File: config.mk
export PLATFORM = sky130hd
export DESIGN_NAME = mips_core
export DESIGN_NICKNAME = d
export VERILOG_FILES = /design/src/source/mips_pkg.sv /design/src/source/ex_stage.sv /design/src/source/id_stage.sv /design/src/source/mips_core.sv /design/src/source/reg_file.sv
export SDC_FILE = /design/constraint.sdc
export NUM_CORES = 2
export LEC_CHECK = 0
export ABC_AREA = 1
export BUFFER_PORTS_ARGS = -buffer_cell sky130_fd_sc_hd__buf_4
export CORE_MARGIN = 2
export CORE_UTILIZATION = 49
export CTS_BUF_LIST = sky130_fd_sc_hd__clkbuf_16
export CTS_CLUSTER_DIAMETER = 80
export CTS_CLUSTER_SIZE = 14
export DETAILED_ROUTE_END_ITERATION = 7
export SYNTH_ARGS = -nofsm -noshare
export SYNTH_HDL_FRONTEND = slang
export SYNTH_SLANG_ARGS = --single-unit
File: constraint.sdc
create_clock -name clk -period 6.56 [get_ports clk]
set_input_delay 1.312 -clock clk [delete_from_list [all_inputs] [get_ports clk]]
set_output_delay 1.312 -clock clk [all_outputs]
set_load 0.05 [all_outputs]
File: src/source/mips_pkg.sv
//////////////////////////////////////////////////
// mips_pkg
// widths, types and encodings shared by the
// decode, execute and register file blocks
//////////////////////////////////////////////////

package mips_pkg;

	localparam int WORD_W     = 32;            // data and instruction width
	localparam int REG_ADDR_W = 5;
	localparam int REG_NUM    = 1 << REG_ADDR_W; // 32 general registers
	localparam int SHAMT_W    = 5;             // shift amount field

	typedef logic [WORD_W-1:0]     word_t;
	typedef logic [REG_ADDR_W-1:0] reg_addr_t;

	//////////////////////////////////////////////////
	// instruction encodings
	//////////////////////////////////////////////////

	// major opcode, inst[31:26]
	typedef enum logic [5:0] {
		OP_SPECIAL = 6'b000000,
		OP_ADDIU   = 6'b001001,
		OP_SLTI    = 6'b001010,
		OP_SLTIU   = 6'b001011,
		OP_ANDI    = 6'b001100,
		OP_ORI     = 6'b001101,
		OP_XORI    = 6'b001110,
		OP_LUI     = 6'b001111
	} opcode_e;

	// SPECIAL function field, inst[5:0]
	typedef enum logic [5:0] {
		F_SLL  = 6'b000000,
		F_SRL  = 6'b000010,
		F_SRA  = 6'b000011,
		F_SLLV = 6'b000100,
		F_SRLV = 6'b000110,
		F_SRAV = 6'b000111,
		F_ADDU = 6'b100001,
		F_SUBU = 6'b100011,
		F_AND  = 6'b100100,
		F_OR   = 6'b100101,
		F_XOR  = 6'b100110,
		F_NOR  = 6'b100111,
		F_SLT  = 6'b101010,
		F_SLTU = 6'b101011
	} funct_e;

	//////////////////////////////////////////////////
	// execute controls
	//////////////////////////////////////////////////

	typedef enum logic [3:0] {
		ALU_NOP,
		ALU_OR,
		ALU_AND,
		ALU_XOR,
		ALU_NOR,
		ALU_SLL,
		ALU_SRL,
		ALU_SRA,
		ALU_SLT,
		ALU_SLTU,
		ALU_ADD,                 // wrapping, no trap
		ALU_SUB
	} alu_op_e;

	// result class picks which unit drives the write data
	typedef enum logic [1:0] {
		SEL_NOP,
		SEL_LOGIC,
		SEL_SHIFT,
		SEL_ARITH
	} alu_sel_e;

endpackage

File: src/source/ex_stage.sv
//////////////////////////////////////////////////
// ex_stage
// logic, shift and arithmetic ALU with the
// execute to result register
//////////////////////////////////////////////////

`timescale 1ns/1ps

module ex_stage (
	input  logic                clk,
	input  logic                arst_n_i,
	input  logic                ex_valid_i,
	input  logic                ex_wreg_i,
	input  logic                ex_illegal_i,
	input  mips_pkg::alu_op_e   ex_aluop_i,
	input  mips_pkg::alu_sel_e  ex_alusel_i,
	input  mips_pkg::word_t     ex_reg1_i,
	input  mips_pkg::word_t     ex_reg2_i,
	input  mips_pkg::reg_addr_t ex_wd_i,
	output logic                fwd_ex_wreg_o,
	output mips_pkg::reg_addr_t fwd_ex_wd_o,
	output mips_pkg::word_t     fwd_ex_wdata_o,
	output logic                wb_valid_o,
	output mips_pkg::reg_addr_t wb_addr_o,
	output mips_pkg::word_t     wb_data_o,
	output logic                illegal_o
);

	import mips_pkg::*;

	logic [SHAMT_W-1:0] shamt;
	word_t logic_res;
	word_t shift_res;
	word_t arith_res;
	word_t result;

	assign shamt = ex_reg1_i[SHAMT_W-1:0];

	always_comb begin
		case (ex_aluop_i)
			ALU_OR:  logic_res = ex_reg1_i | ex_reg2_i;
			ALU_AND: logic_res = ex_reg1_i & ex_reg2_i;
			ALU_XOR: logic_res = ex_reg1_i ^ ex_reg2_i;
			ALU_NOR: logic_res = ~(ex_reg1_i | ex_reg2_i);
			default: logic_res = '0;
		endcase
	end

	always_comb begin
		case (ex_aluop_i)
			ALU_SLL: shift_res = ex_reg2_i << shamt;
			ALU_SRL: shift_res = ex_reg2_i >> shamt;
			ALU_SRA: shift_res = word_t'($signed(ex_reg2_i) >>> shamt);
			default: shift_res = '0;
		endcase
	end

	always_comb begin
		case (ex_aluop_i)
			ALU_SLT:  arith_res = word_t'($signed(ex_reg1_i) < $signed(ex_reg2_i));
			ALU_SLTU: arith_res = word_t'(ex_reg1_i < ex_reg2_i);
			ALU_ADD:  arith_res = ex_reg1_i + ex_reg2_i;   // wraps
			ALU_SUB:  arith_res = ex_reg1_i - ex_reg2_i;
			default:  arith_res = '0;
		endcase
	end

	always_comb begin
		case (ex_alusel_i)
			SEL_LOGIC: result = logic_res;
			SEL_SHIFT: result = shift_res;
			SEL_ARITH: result = arith_res;
			default:   result = '0;
		endcase
	end

	// result of the instruction now in execute, back to decode
	assign fwd_ex_wreg_o  = ex_valid_i & ex_wreg_i;
	assign fwd_ex_wd_o    = ex_wd_i;
	assign fwd_ex_wdata_o = result;

	always_ff @(posedge clk or negedge arst_n_i) begin
		if (!arst_n_i) begin
			wb_valid_o <= 1'b0;
			illegal_o  <= 1'b0;
		end else begin
			wb_valid_o <= ex_valid_i & ex_wreg_i;
			illegal_o  <= ex_valid_i & ex_illegal_i;  // one cycle pulse
		end
	end

	always_ff @(posedge clk) begin
		if (ex_valid_i) begin
			wb_addr_o <= ex_wd_i;
			wb_data_o <= result;
		end
	end

endmodule

File: src/source/id_stage.sv
//////////////////////////////////////////////////
// id_stage
// instruction decode, immediates, operand forwarding
// and the decode to execute pipeline register
//////////////////////////////////////////////////

`timescale 1ns/1ps

module id_stage (
	input  logic                clk,
	input  logic                arst_n_i,
	input  logic                inst_valid_i,
	input  mips_pkg::word_t     inst_i,
	output mips_pkg::reg_addr_t reg1_addr_o,
	output mips_pkg::reg_addr_t reg2_addr_o,
	input  mips_pkg::word_t     reg1_data_i,
	input  mips_pkg::word_t     reg2_data_i,
	input  logic                fwd_ex_wreg_i,
	input  mips_pkg::reg_addr_t fwd_ex_wd_i,
	input  mips_pkg::word_t     fwd_ex_wdata_i,
	input  logic                fwd_wb_valid_i,
	input  mips_pkg::reg_addr_t fwd_wb_addr_i,
	input  mips_pkg::word_t     fwd_wb_data_i,
	output logic                ex_valid_o,
	output logic                ex_wreg_o,
	output logic                ex_illegal_o,
	output mips_pkg::alu_op_e   ex_aluop_o,
	output mips_pkg::alu_sel_e  ex_alusel_o,
	output mips_pkg::word_t     ex_reg1_o,
	output mips_pkg::word_t     ex_reg2_o,
	output mips_pkg::reg_addr_t ex_wd_o
);

	import mips_pkg::*;

	opcode_e        op;
	funct_e         funct;
	reg_addr_t      rs;
	reg_addr_t      rt;
	reg_addr_t      rd;
	logic [SHAMT_W-1:0] sa;
	logic [15:0]    imm16;

	alu_op_e        aluop;
	alu_sel_e       alusel;
	reg_addr_t      wd;
	logic           wreg;
	logic           inst_ok;
	logic           rd1_en;        // operand 1 from rs
	logic           rd2_en;        // operand 2 from rt
	word_t          imm;
	word_t          reg1_val;
	word_t          reg2_val;

	assign op    = opcode_e'(inst_i[31:26]);
	assign rs    = inst_i[25:21];
	assign rt    = inst_i[20:16];
	assign rd    = inst_i[15:11];
	assign sa    = inst_i[10:6];
	assign funct = funct_e'(inst_i[5:0]);
	assign imm16 = inst_i[15:0];

	assign reg1_addr_o = rs;
	assign reg2_addr_o = rt;

	// newest pending write wins
	function automatic word_t fwd_mux(input logic rd_en, input reg_addr_t addr,
			input word_t rf_data, input word_t imm_val);
		word_t val;
		if (!rd_en) begin
			val = imm_val;
		end else if (fwd_ex_wreg_i && (fwd_ex_wd_i == addr)) begin
			val = fwd_ex_wdata_i;
		end else if (fwd_wb_valid_i && (fwd_wb_addr_i == addr)) begin
			val = fwd_wb_data_i;
		end else begin
			val = rf_data;
		end
		return val;
	endfunction

	//////////////////////////////////////////////////
	// decode
	//////////////////////////////////////////////////

	always_comb begin
		aluop    = ALU_NOP;
		alusel   = SEL_NOP;
		wd       = rd;
		inst_ok  = 1'b1;
		rd1_en   = 1'b1;
		rd2_en   = 1'b0;
		imm      = '0;
		case (op)
			OP_SPECIAL: begin
				rd2_en  = 1'b1;
				inst_ok = (sa == '0);  // register forms keep sa zero
				case (funct)
					F_OR, F_AND, F_XOR, F_NOR: begin
						alusel = SEL_LOGIC;
						aluop  = (funct == F_OR)  ? ALU_OR  :
						         (funct == F_AND) ? ALU_AND :
						         (funct == F_XOR) ? ALU_XOR : ALU_NOR;
					end
					F_SLLV, F_SRLV, F_SRAV: begin
						alusel = SEL_SHIFT;
						aluop  = (funct == F_SLLV) ? ALU_SLL :
						         (funct == F_SRLV) ? ALU_SRL : ALU_SRA;
					end
					F_SLL, F_SRL, F_SRA: begin
						alusel  = SEL_SHIFT;
						aluop   = (funct == F_SLL) ? ALU_SLL :
						          (funct == F_SRL) ? ALU_SRL : ALU_SRA;
						rd1_en  = 1'b0;    // shift amount from sa
						imm     = word_t'(sa);
						inst_ok = (rs == '0);
					end
					F_SLT, F_SLTU, F_ADDU, F_SUBU: begin
						alusel = SEL_ARITH;
						aluop  = (funct == F_SLT)  ? ALU_SLT  :
						         (funct == F_SLTU) ? ALU_SLTU :
						         (funct == F_ADDU) ? ALU_ADD  : ALU_SUB;
					end
					default: begin
						inst_ok = 1'b0;
					end
				endcase
			end
			OP_ORI, OP_ANDI, OP_XORI: begin
				alusel = SEL_LOGIC;
				aluop  = (op == OP_ORI)  ? ALU_OR  :
				         (op == OP_ANDI) ? ALU_AND : ALU_XOR;
				wd     = rt;
				imm    = {16'h0000, imm16};  // zero extended
			end
			OP_LUI: begin
				alusel = SEL_LOGIC;
				aluop  = ALU_OR;         // imm | imm
				wd     = rt;
				rd1_en = 1'b0;
				imm    = {imm16, 16'h0000};
			end
			OP_SLTI, OP_SLTIU, OP_ADDIU: begin
				alusel = SEL_ARITH;
				aluop  = (op == OP_SLTI)  ? ALU_SLT  :
				         (op == OP_SLTIU) ? ALU_SLTU : ALU_ADD;
				wd     = rt;
				imm    = {{16{imm16[15]}}, imm16};  // sign extended
			end
			default: begin
				inst_ok = 1'b0;
			end
		endcase
	end

	// r0 is never a write target
	assign wreg = inst_ok & (wd != '0);

	always_comb begin
		reg1_val = fwd_mux(rd1_en, rs, reg1_data_i, imm);
		reg2_val = fwd_mux(rd2_en, rt, reg2_data_i, imm);
	end

	//////////////////////////////////////////////////
	// decode to execute register
	//////////////////////////////////////////////////

	always_ff @(posedge clk or negedge arst_n_i) begin
		if (!arst_n_i) begin
			ex_valid_o   <= 1'b0;
			ex_wreg_o    <= 1'b0;
			ex_illegal_o <= 1'b0;
		end else begin
			ex_valid_o   <= inst_valid_i;
			ex_wreg_o    <= inst_valid_i & wreg;
			ex_illegal_o <= inst_valid_i & ~inst_ok;
		end
	end

	always_ff @(posedge clk) begin
		if (inst_valid_i) begin
			ex_aluop_o  <= aluop;
			ex_alusel_o <= inst_ok ? alusel : SEL_NOP;
			ex_reg1_o   <= reg1_val;
			ex_reg2_o   <= reg2_val;
			ex_wd_o     <= wd;
		end
	end

endmodule

File: src/source/mips_core.sv
//////////////////////////////////////////////////
// mips_core
// three-stage integer datapath, decode, execute
// and result with register file
//////////////////////////////////////////////////

`timescale 1ns/1ps

module mips_core (
	input  logic                clk,
	input  logic                arst_n_i,
	input  logic                inst_valid_i,
	input  mips_pkg::word_t     inst_i,
	output logic                wb_valid_o,
	output mips_pkg::reg_addr_t wb_addr_o,
	output mips_pkg::word_t     wb_data_o,
	output logic                illegal_o
);

	import mips_pkg::*;

	reg_addr_t reg1_addr;
	reg_addr_t reg2_addr;
	word_t     reg1_data;
	word_t     reg2_data;

	logic      ex_valid;
	logic      ex_wreg;
	logic      ex_illegal;
	alu_op_e   ex_aluop;
	alu_sel_e  ex_alusel;
	word_t     ex_reg1;
	word_t     ex_reg2;
	reg_addr_t ex_wd;

	logic      fwd_ex_wreg;
	reg_addr_t fwd_ex_wd;
	word_t     fwd_ex_wdata;
	logic      wb_valid;
	reg_addr_t wb_addr;
	word_t     wb_data;

	id_stage u_id_stage (
		.clk            (clk),
		.arst_n_i       (arst_n_i),
		.inst_valid_i   (inst_valid_i),
		.inst_i         (inst_i),
		.reg1_addr_o    (reg1_addr),
		.reg2_addr_o    (reg2_addr),
		.reg1_data_i    (reg1_data),
		.reg2_data_i    (reg2_data),
		.fwd_ex_wreg_i  (fwd_ex_wreg),
		.fwd_ex_wd_i    (fwd_ex_wd),
		.fwd_ex_wdata_i (fwd_ex_wdata),
		.fwd_wb_valid_i (wb_valid),
		.fwd_wb_addr_i  (wb_addr),
		.fwd_wb_data_i  (wb_data),
		.ex_valid_o     (ex_valid),
		.ex_wreg_o      (ex_wreg),
		.ex_illegal_o   (ex_illegal),
		.ex_aluop_o     (ex_aluop),
		.ex_alusel_o    (ex_alusel),
		.ex_reg1_o      (ex_reg1),
		.ex_reg2_o      (ex_reg2),
		.ex_wd_o        (ex_wd)
	);

	ex_stage u_ex_stage (
		.clk            (clk),
		.arst_n_i       (arst_n_i),
		.ex_valid_i     (ex_valid),
		.ex_wreg_i      (ex_wreg),
		.ex_illegal_i   (ex_illegal),
		.ex_aluop_i     (ex_aluop),
		.ex_alusel_i    (ex_alusel),
		.ex_reg1_i      (ex_reg1),
		.ex_reg2_i      (ex_reg2),
		.ex_wd_i        (ex_wd),
		.fwd_ex_wreg_o  (fwd_ex_wreg),
		.fwd_ex_wd_o    (fwd_ex_wd),
		.fwd_ex_wdata_o (fwd_ex_wdata),
		.wb_valid_o     (wb_valid),
		.wb_addr_o      (wb_addr),
		.wb_data_o      (wb_data),
		.illegal_o      (illegal_o)
	);

	reg_file u_reg_file (
		.clk      (clk),
		.arst_n_i (arst_n_i),
		.we_i     (wb_valid),     // written one edge after the pulse
		.waddr_i  (wb_addr),
		.wdata_i  (wb_data),
		.raddr1_i (reg1_addr),
		.raddr2_i (reg2_addr),
		.rdata1_o (reg1_data),
		.rdata2_o (reg2_data)
	);

	assign wb_valid_o = wb_valid;
	assign wb_addr_o  = wb_addr;
	assign wb_data_o  = wb_data;

endmodule

File: src/source/reg_file.sv
//////////////////////////////////////////////////
// reg_file
// 32 x 32 register file, one write port and
// two combinational read ports
//////////////////////////////////////////////////

`timescale 1ns/1ps

module reg_file (
	input  logic                clk,
	input  logic                arst_n_i,
	input  logic                we_i,
	input  mips_pkg::reg_addr_t waddr_i,
	input  mips_pkg::word_t     wdata_i,
	input  mips_pkg::reg_addr_t raddr1_i,
	input  mips_pkg::reg_addr_t raddr2_i,
	output mips_pkg::word_t     rdata1_o,
	output mips_pkg::word_t     rdata2_o
);

	import mips_pkg::*;

	word_t regs [REG_NUM];

	// r0 stays zero, decode never enables a write to it
	always_ff @(posedge clk or negedge arst_n_i) begin
		if (!arst_n_i) begin
			for (int i = 0; i < REG_NUM; i++) begin
				regs[i] <= '0;
			end
		end else if (we_i) begin
			regs[waddr_i] <= wdata_i;
		end
	end

	assign rdata1_o = regs[raddr1_i];
	assign rdata2_o = regs[raddr2_i];   // no bypass here

endmodule

==> results.sh <==
export IMPL_die_x_um=386
export IMPL_finalClockSkew_ns=0.0438
export IMPL_ff2ff_setup_slack_ns=2.42
export IMPL_portBuffers=73
export IMPL_antenna_found_initial=10
export IMPL_reg2reg_to="u_id_stage.ex_reg1_o[28]"
export IMPL_seq_area_frac_synth_pct=40.7
export IMPL_critPathMaxStageDelay_ns=0.87
export IMPL_worst_path_buf_inv=4
export IMPL_p_leak_uw=0.0328
export IMPL_syn_nets=10500
export IMPL_worstReg2RegStart="u_id_stage.ex_reg1_o[3]"
export IMPL_relSlewSlack_pct=18.1
export IMPL_worstPathArrival_ns=4.88
export IMPL_max_freq_ghz=0.228
export IMPL_synth_edf_count=112
export IMPL_cts_setup_buffers=0
export IMPL_setup_viol=0
export IMPL_avgSynthCellArea_um2=6.91
export IMPL_crit_family="buffers and inverters"
export IMPL_cts_hold_buf=0
export IMPL_gp_congestion=1.03
export IMPL_final_cell_mix="nand2_1, o21ai_0, dfrtp_1"
export IMPL_cts_root_buffer="clkbuf_16"
export IMPL_cp_max_fo=136
export IMPL_hold_violations=0
export IMPL_path_cells="buf_8 > inv_8 > buf_4 > nor2_1 > o211ai_1 > nand3_1 > nand3_1 > nand2_1 > nand2_1 > o21ai_0 > nand2_1 > nand3_1 > inv_1"
export IMPL_num_io_pins=74
export IMPL_fin_tns_setup_ns=0
export IMPL_start_kind="input port"
export IMPL_hpwl_mm=191
export IMPL_crit_type="in2reg"
export IMPL_wl_mm=313
export IMPL_finalWorstSetupSlack_ns=2.17
export IMPL_synthToLayoutAreaGrowth_pct=4.81
export IMPL_grt_pass1_wl_mm=459
export IMPL_placed_cells=11600
export IMPL_outcome="finished clean"
export IMPL_drive_gt1_share_pct=3.90
export IMPL_ys_flop_type="dfrtp_1"
export IMPL_vias=74500
export IMPL_drc=0
export IMPL_clock_path_buffers=3
export IMPL_final_cells=11700
export IMPL_die_h_um=386
export IMPL_start_util_pct=49.3
export IMPL_postSynth_asyncResetShare_pct=90.2
export IMPL_synthesis_area_mm2=0.0715
export IMPL_reg2regPathDepth=19
export IMPL_fin_crit_sh_pct=67.0
export IMPL_dp_slack_ns=1.61
export IMPL_grt_pass1_vias=67900
export IMPL_clk_transition_reported_paths_ns=0.07
export IMPL_fin_nets=9912
export IMPL_numClockSinks=1141
export IMPL_hold_start="u_id_stage.ex_illegal_o"
export IMPL_grt_max_degree=222
export IMPL_synth_seq_cells=1141
export IMPL_htree_levels=3
export IMPL_crit_required_ns=7.05
export IMPL_grt_usage_pct=41.2
export IMPL_layout_min_cycle_time_ns=4.39
export IMPL_cts_resized=0
export IMPL_slew_violations=0
export IMPL_cp_slowest_cell="o21ai_0"
export IMPL_hold_path_depth=2
export IMPL_cp_end_kind="flop"
export IMPL_firstDrtPassIters=6
export IMPL_die_area_mm2=0.149
export IMPL_synth_distinct_cells=56
export IMPL_mostFrequentLayoutCell="nand2_1"
export IMPL_ir_drop_mv=0.211
export IMPL_netlist_instances=10300
export IMPL_clock_latency_ns=0.75
export IMPL_gr_total_overflow=0
export IMPL_rows=140
export IMPL_rsz0062_at_grt="no"
export IMPL_hp_class="reg2reg"
export IMPL_tightest_slew_ns=1.23
export IMPL_coreArea_mm2=0.145
export IMPL_drt_vias_per_instance=6.35
export IMPL_cts_tree="done"
export IMPL_yosys_warnings=0
export IMPL_power_density_mw_per_mm2=209
export IMPL_wl_per_cell_um=26.6
export IMPL_cts_buffers=95
export IMPL_maxCapViolations=0
export IMPL_antenna_left=0
export IMPL_drtIter0Drc=10600
export IMPL_whs_endpoint="u_ex_stage.illegal_o"
-- tightest hold or removal path: cells and delay by family (launching register included) --
family | cells | cell delay [ns]
flip-flops | 1 | 0.33
AND/OR/NAND/NOR | 1 | 0.06
buffers and inverters | 1 | 0.05
-- through the flow --
step | hold slack, ns | power [uW] | area [um^2] | util [%]
2_1_floorplan | 0.413 | 9100 | 71500 | -
3_3_place_gp | 0.455 | 10200 | 72300 | 49.8
3_5_place_dp | 0.462 | 10200 | 72300 | 49.8
4_1_cts | 0.481 | 15600 | 75000 | 51.6
5_1_grt | 0.498 | 16200 | 75000 | 51.6
6_report | 0.468 | 15600 | 75000 | 51.6
-- area by class of cell --
type | instances | area (um^2)
Antenna cell | 4 | 10.0
Clock buffer | 97 | 2430
Clock inverter | 36 | 269
Fill cell | 14700 | 70300
Inverter | 628 | 2380
Multi-Input combinational cell | 7719 | 36600
Sequential cell | 1141 | 29100
Tap cell | 1917 | 2400
Timing Repair Buffer | 193 | 1750
-- flip-flops by register name, summed over array words and instances, names as in the netlist --
register,count
u_id_stage.ex_wd_o,5
u_ex_stage.wb_data_o,32
u_id_stage.ex_valid_o,1
u_ex_stage.wb_valid_o,1
u_id_stage.ex_reg1_o,32
u_id_stage.ex_wreg_o,1
u_id_stage.ex_reg2_o,32
u_id_stage.ex_alusel_o,2
u_ex_stage.illegal_o,1
u_ex_stage.wb_addr_o,5
u_id_stage.ex_aluop_o,4
u_id_stage.ex_illegal_o,1
u_reg_file.regs,1024
-- cell families after synthesis --
kind of cell    synth area share, %
simple gates                   23.3
xor+xnor                      0.122
flops                          40.7
fa+ha+maj                      1.75
buf+inv                        8.47
compound gates                 25.7
-- power by group --
part / leakage [uW] / internal (uW) / total [uW] / switching [uW]
clock network: 0.00138 / 2700 / 5510 / 2810
logic: 0.0159 / 681 / 2790 / 2110
registers: 0.0155 / 7210 / 7350 / 139
total: 0.0328 / 10600 / 15600 / 5060
-- metal layers --
layer	part of all wire, %	track usage [%]
met1	41	56.6
met4	5.8	21.4
met3	11	8.67
met5	0.030	0
met2	43	61.1
-- how the worst max path moves through the flow --
stage | endpoint | slack (ns) | cells after the start | from
detailed placement | u_id_stage.ex_reg1_o[8] | 1.61 | 13 | inst_i[21]
global route | u_id_stage.ex_reg1_o[8] | 2.13 | 13 | inst_i[21]
global placement | u_id_stage.ex_reg1_o[8] | 1.61 | 13 | inst_i[21]
CTS | u_id_stage.ex_reg1_o[8] | 2.39 | 13 | inst_i[21]
floorplan | u_id_stage.ex_reg2_o[19] | 3.59 | 14 | inst_i[16]
finish | u_id_stage.ex_reg1_o[8] | 2.17 | 13 | inst_i[21]
-- synth_stat cells, drive strengths merged (25+ instances only) --
cell type / count / area (um^2)
nor2: 815 / 3060
a21oi: 715 / 3580
nand3: 718 / 3600
clkbuf: 590 / 2220
o22ai: 101 / 632
dfrtp: 1029 / 25700
nand4: 84 / 526
buf: 268 / 1480
ha: 97 / 1210
nor3: 25 / 145
nand2: 2432 / 9170
edfxtp: 112 / 3360
o211ai: 167 / 1250
inv: 625 / 2350
o21ai: 2470 / 12400
No activity file was read; power rests on OpenSTA's default activity.
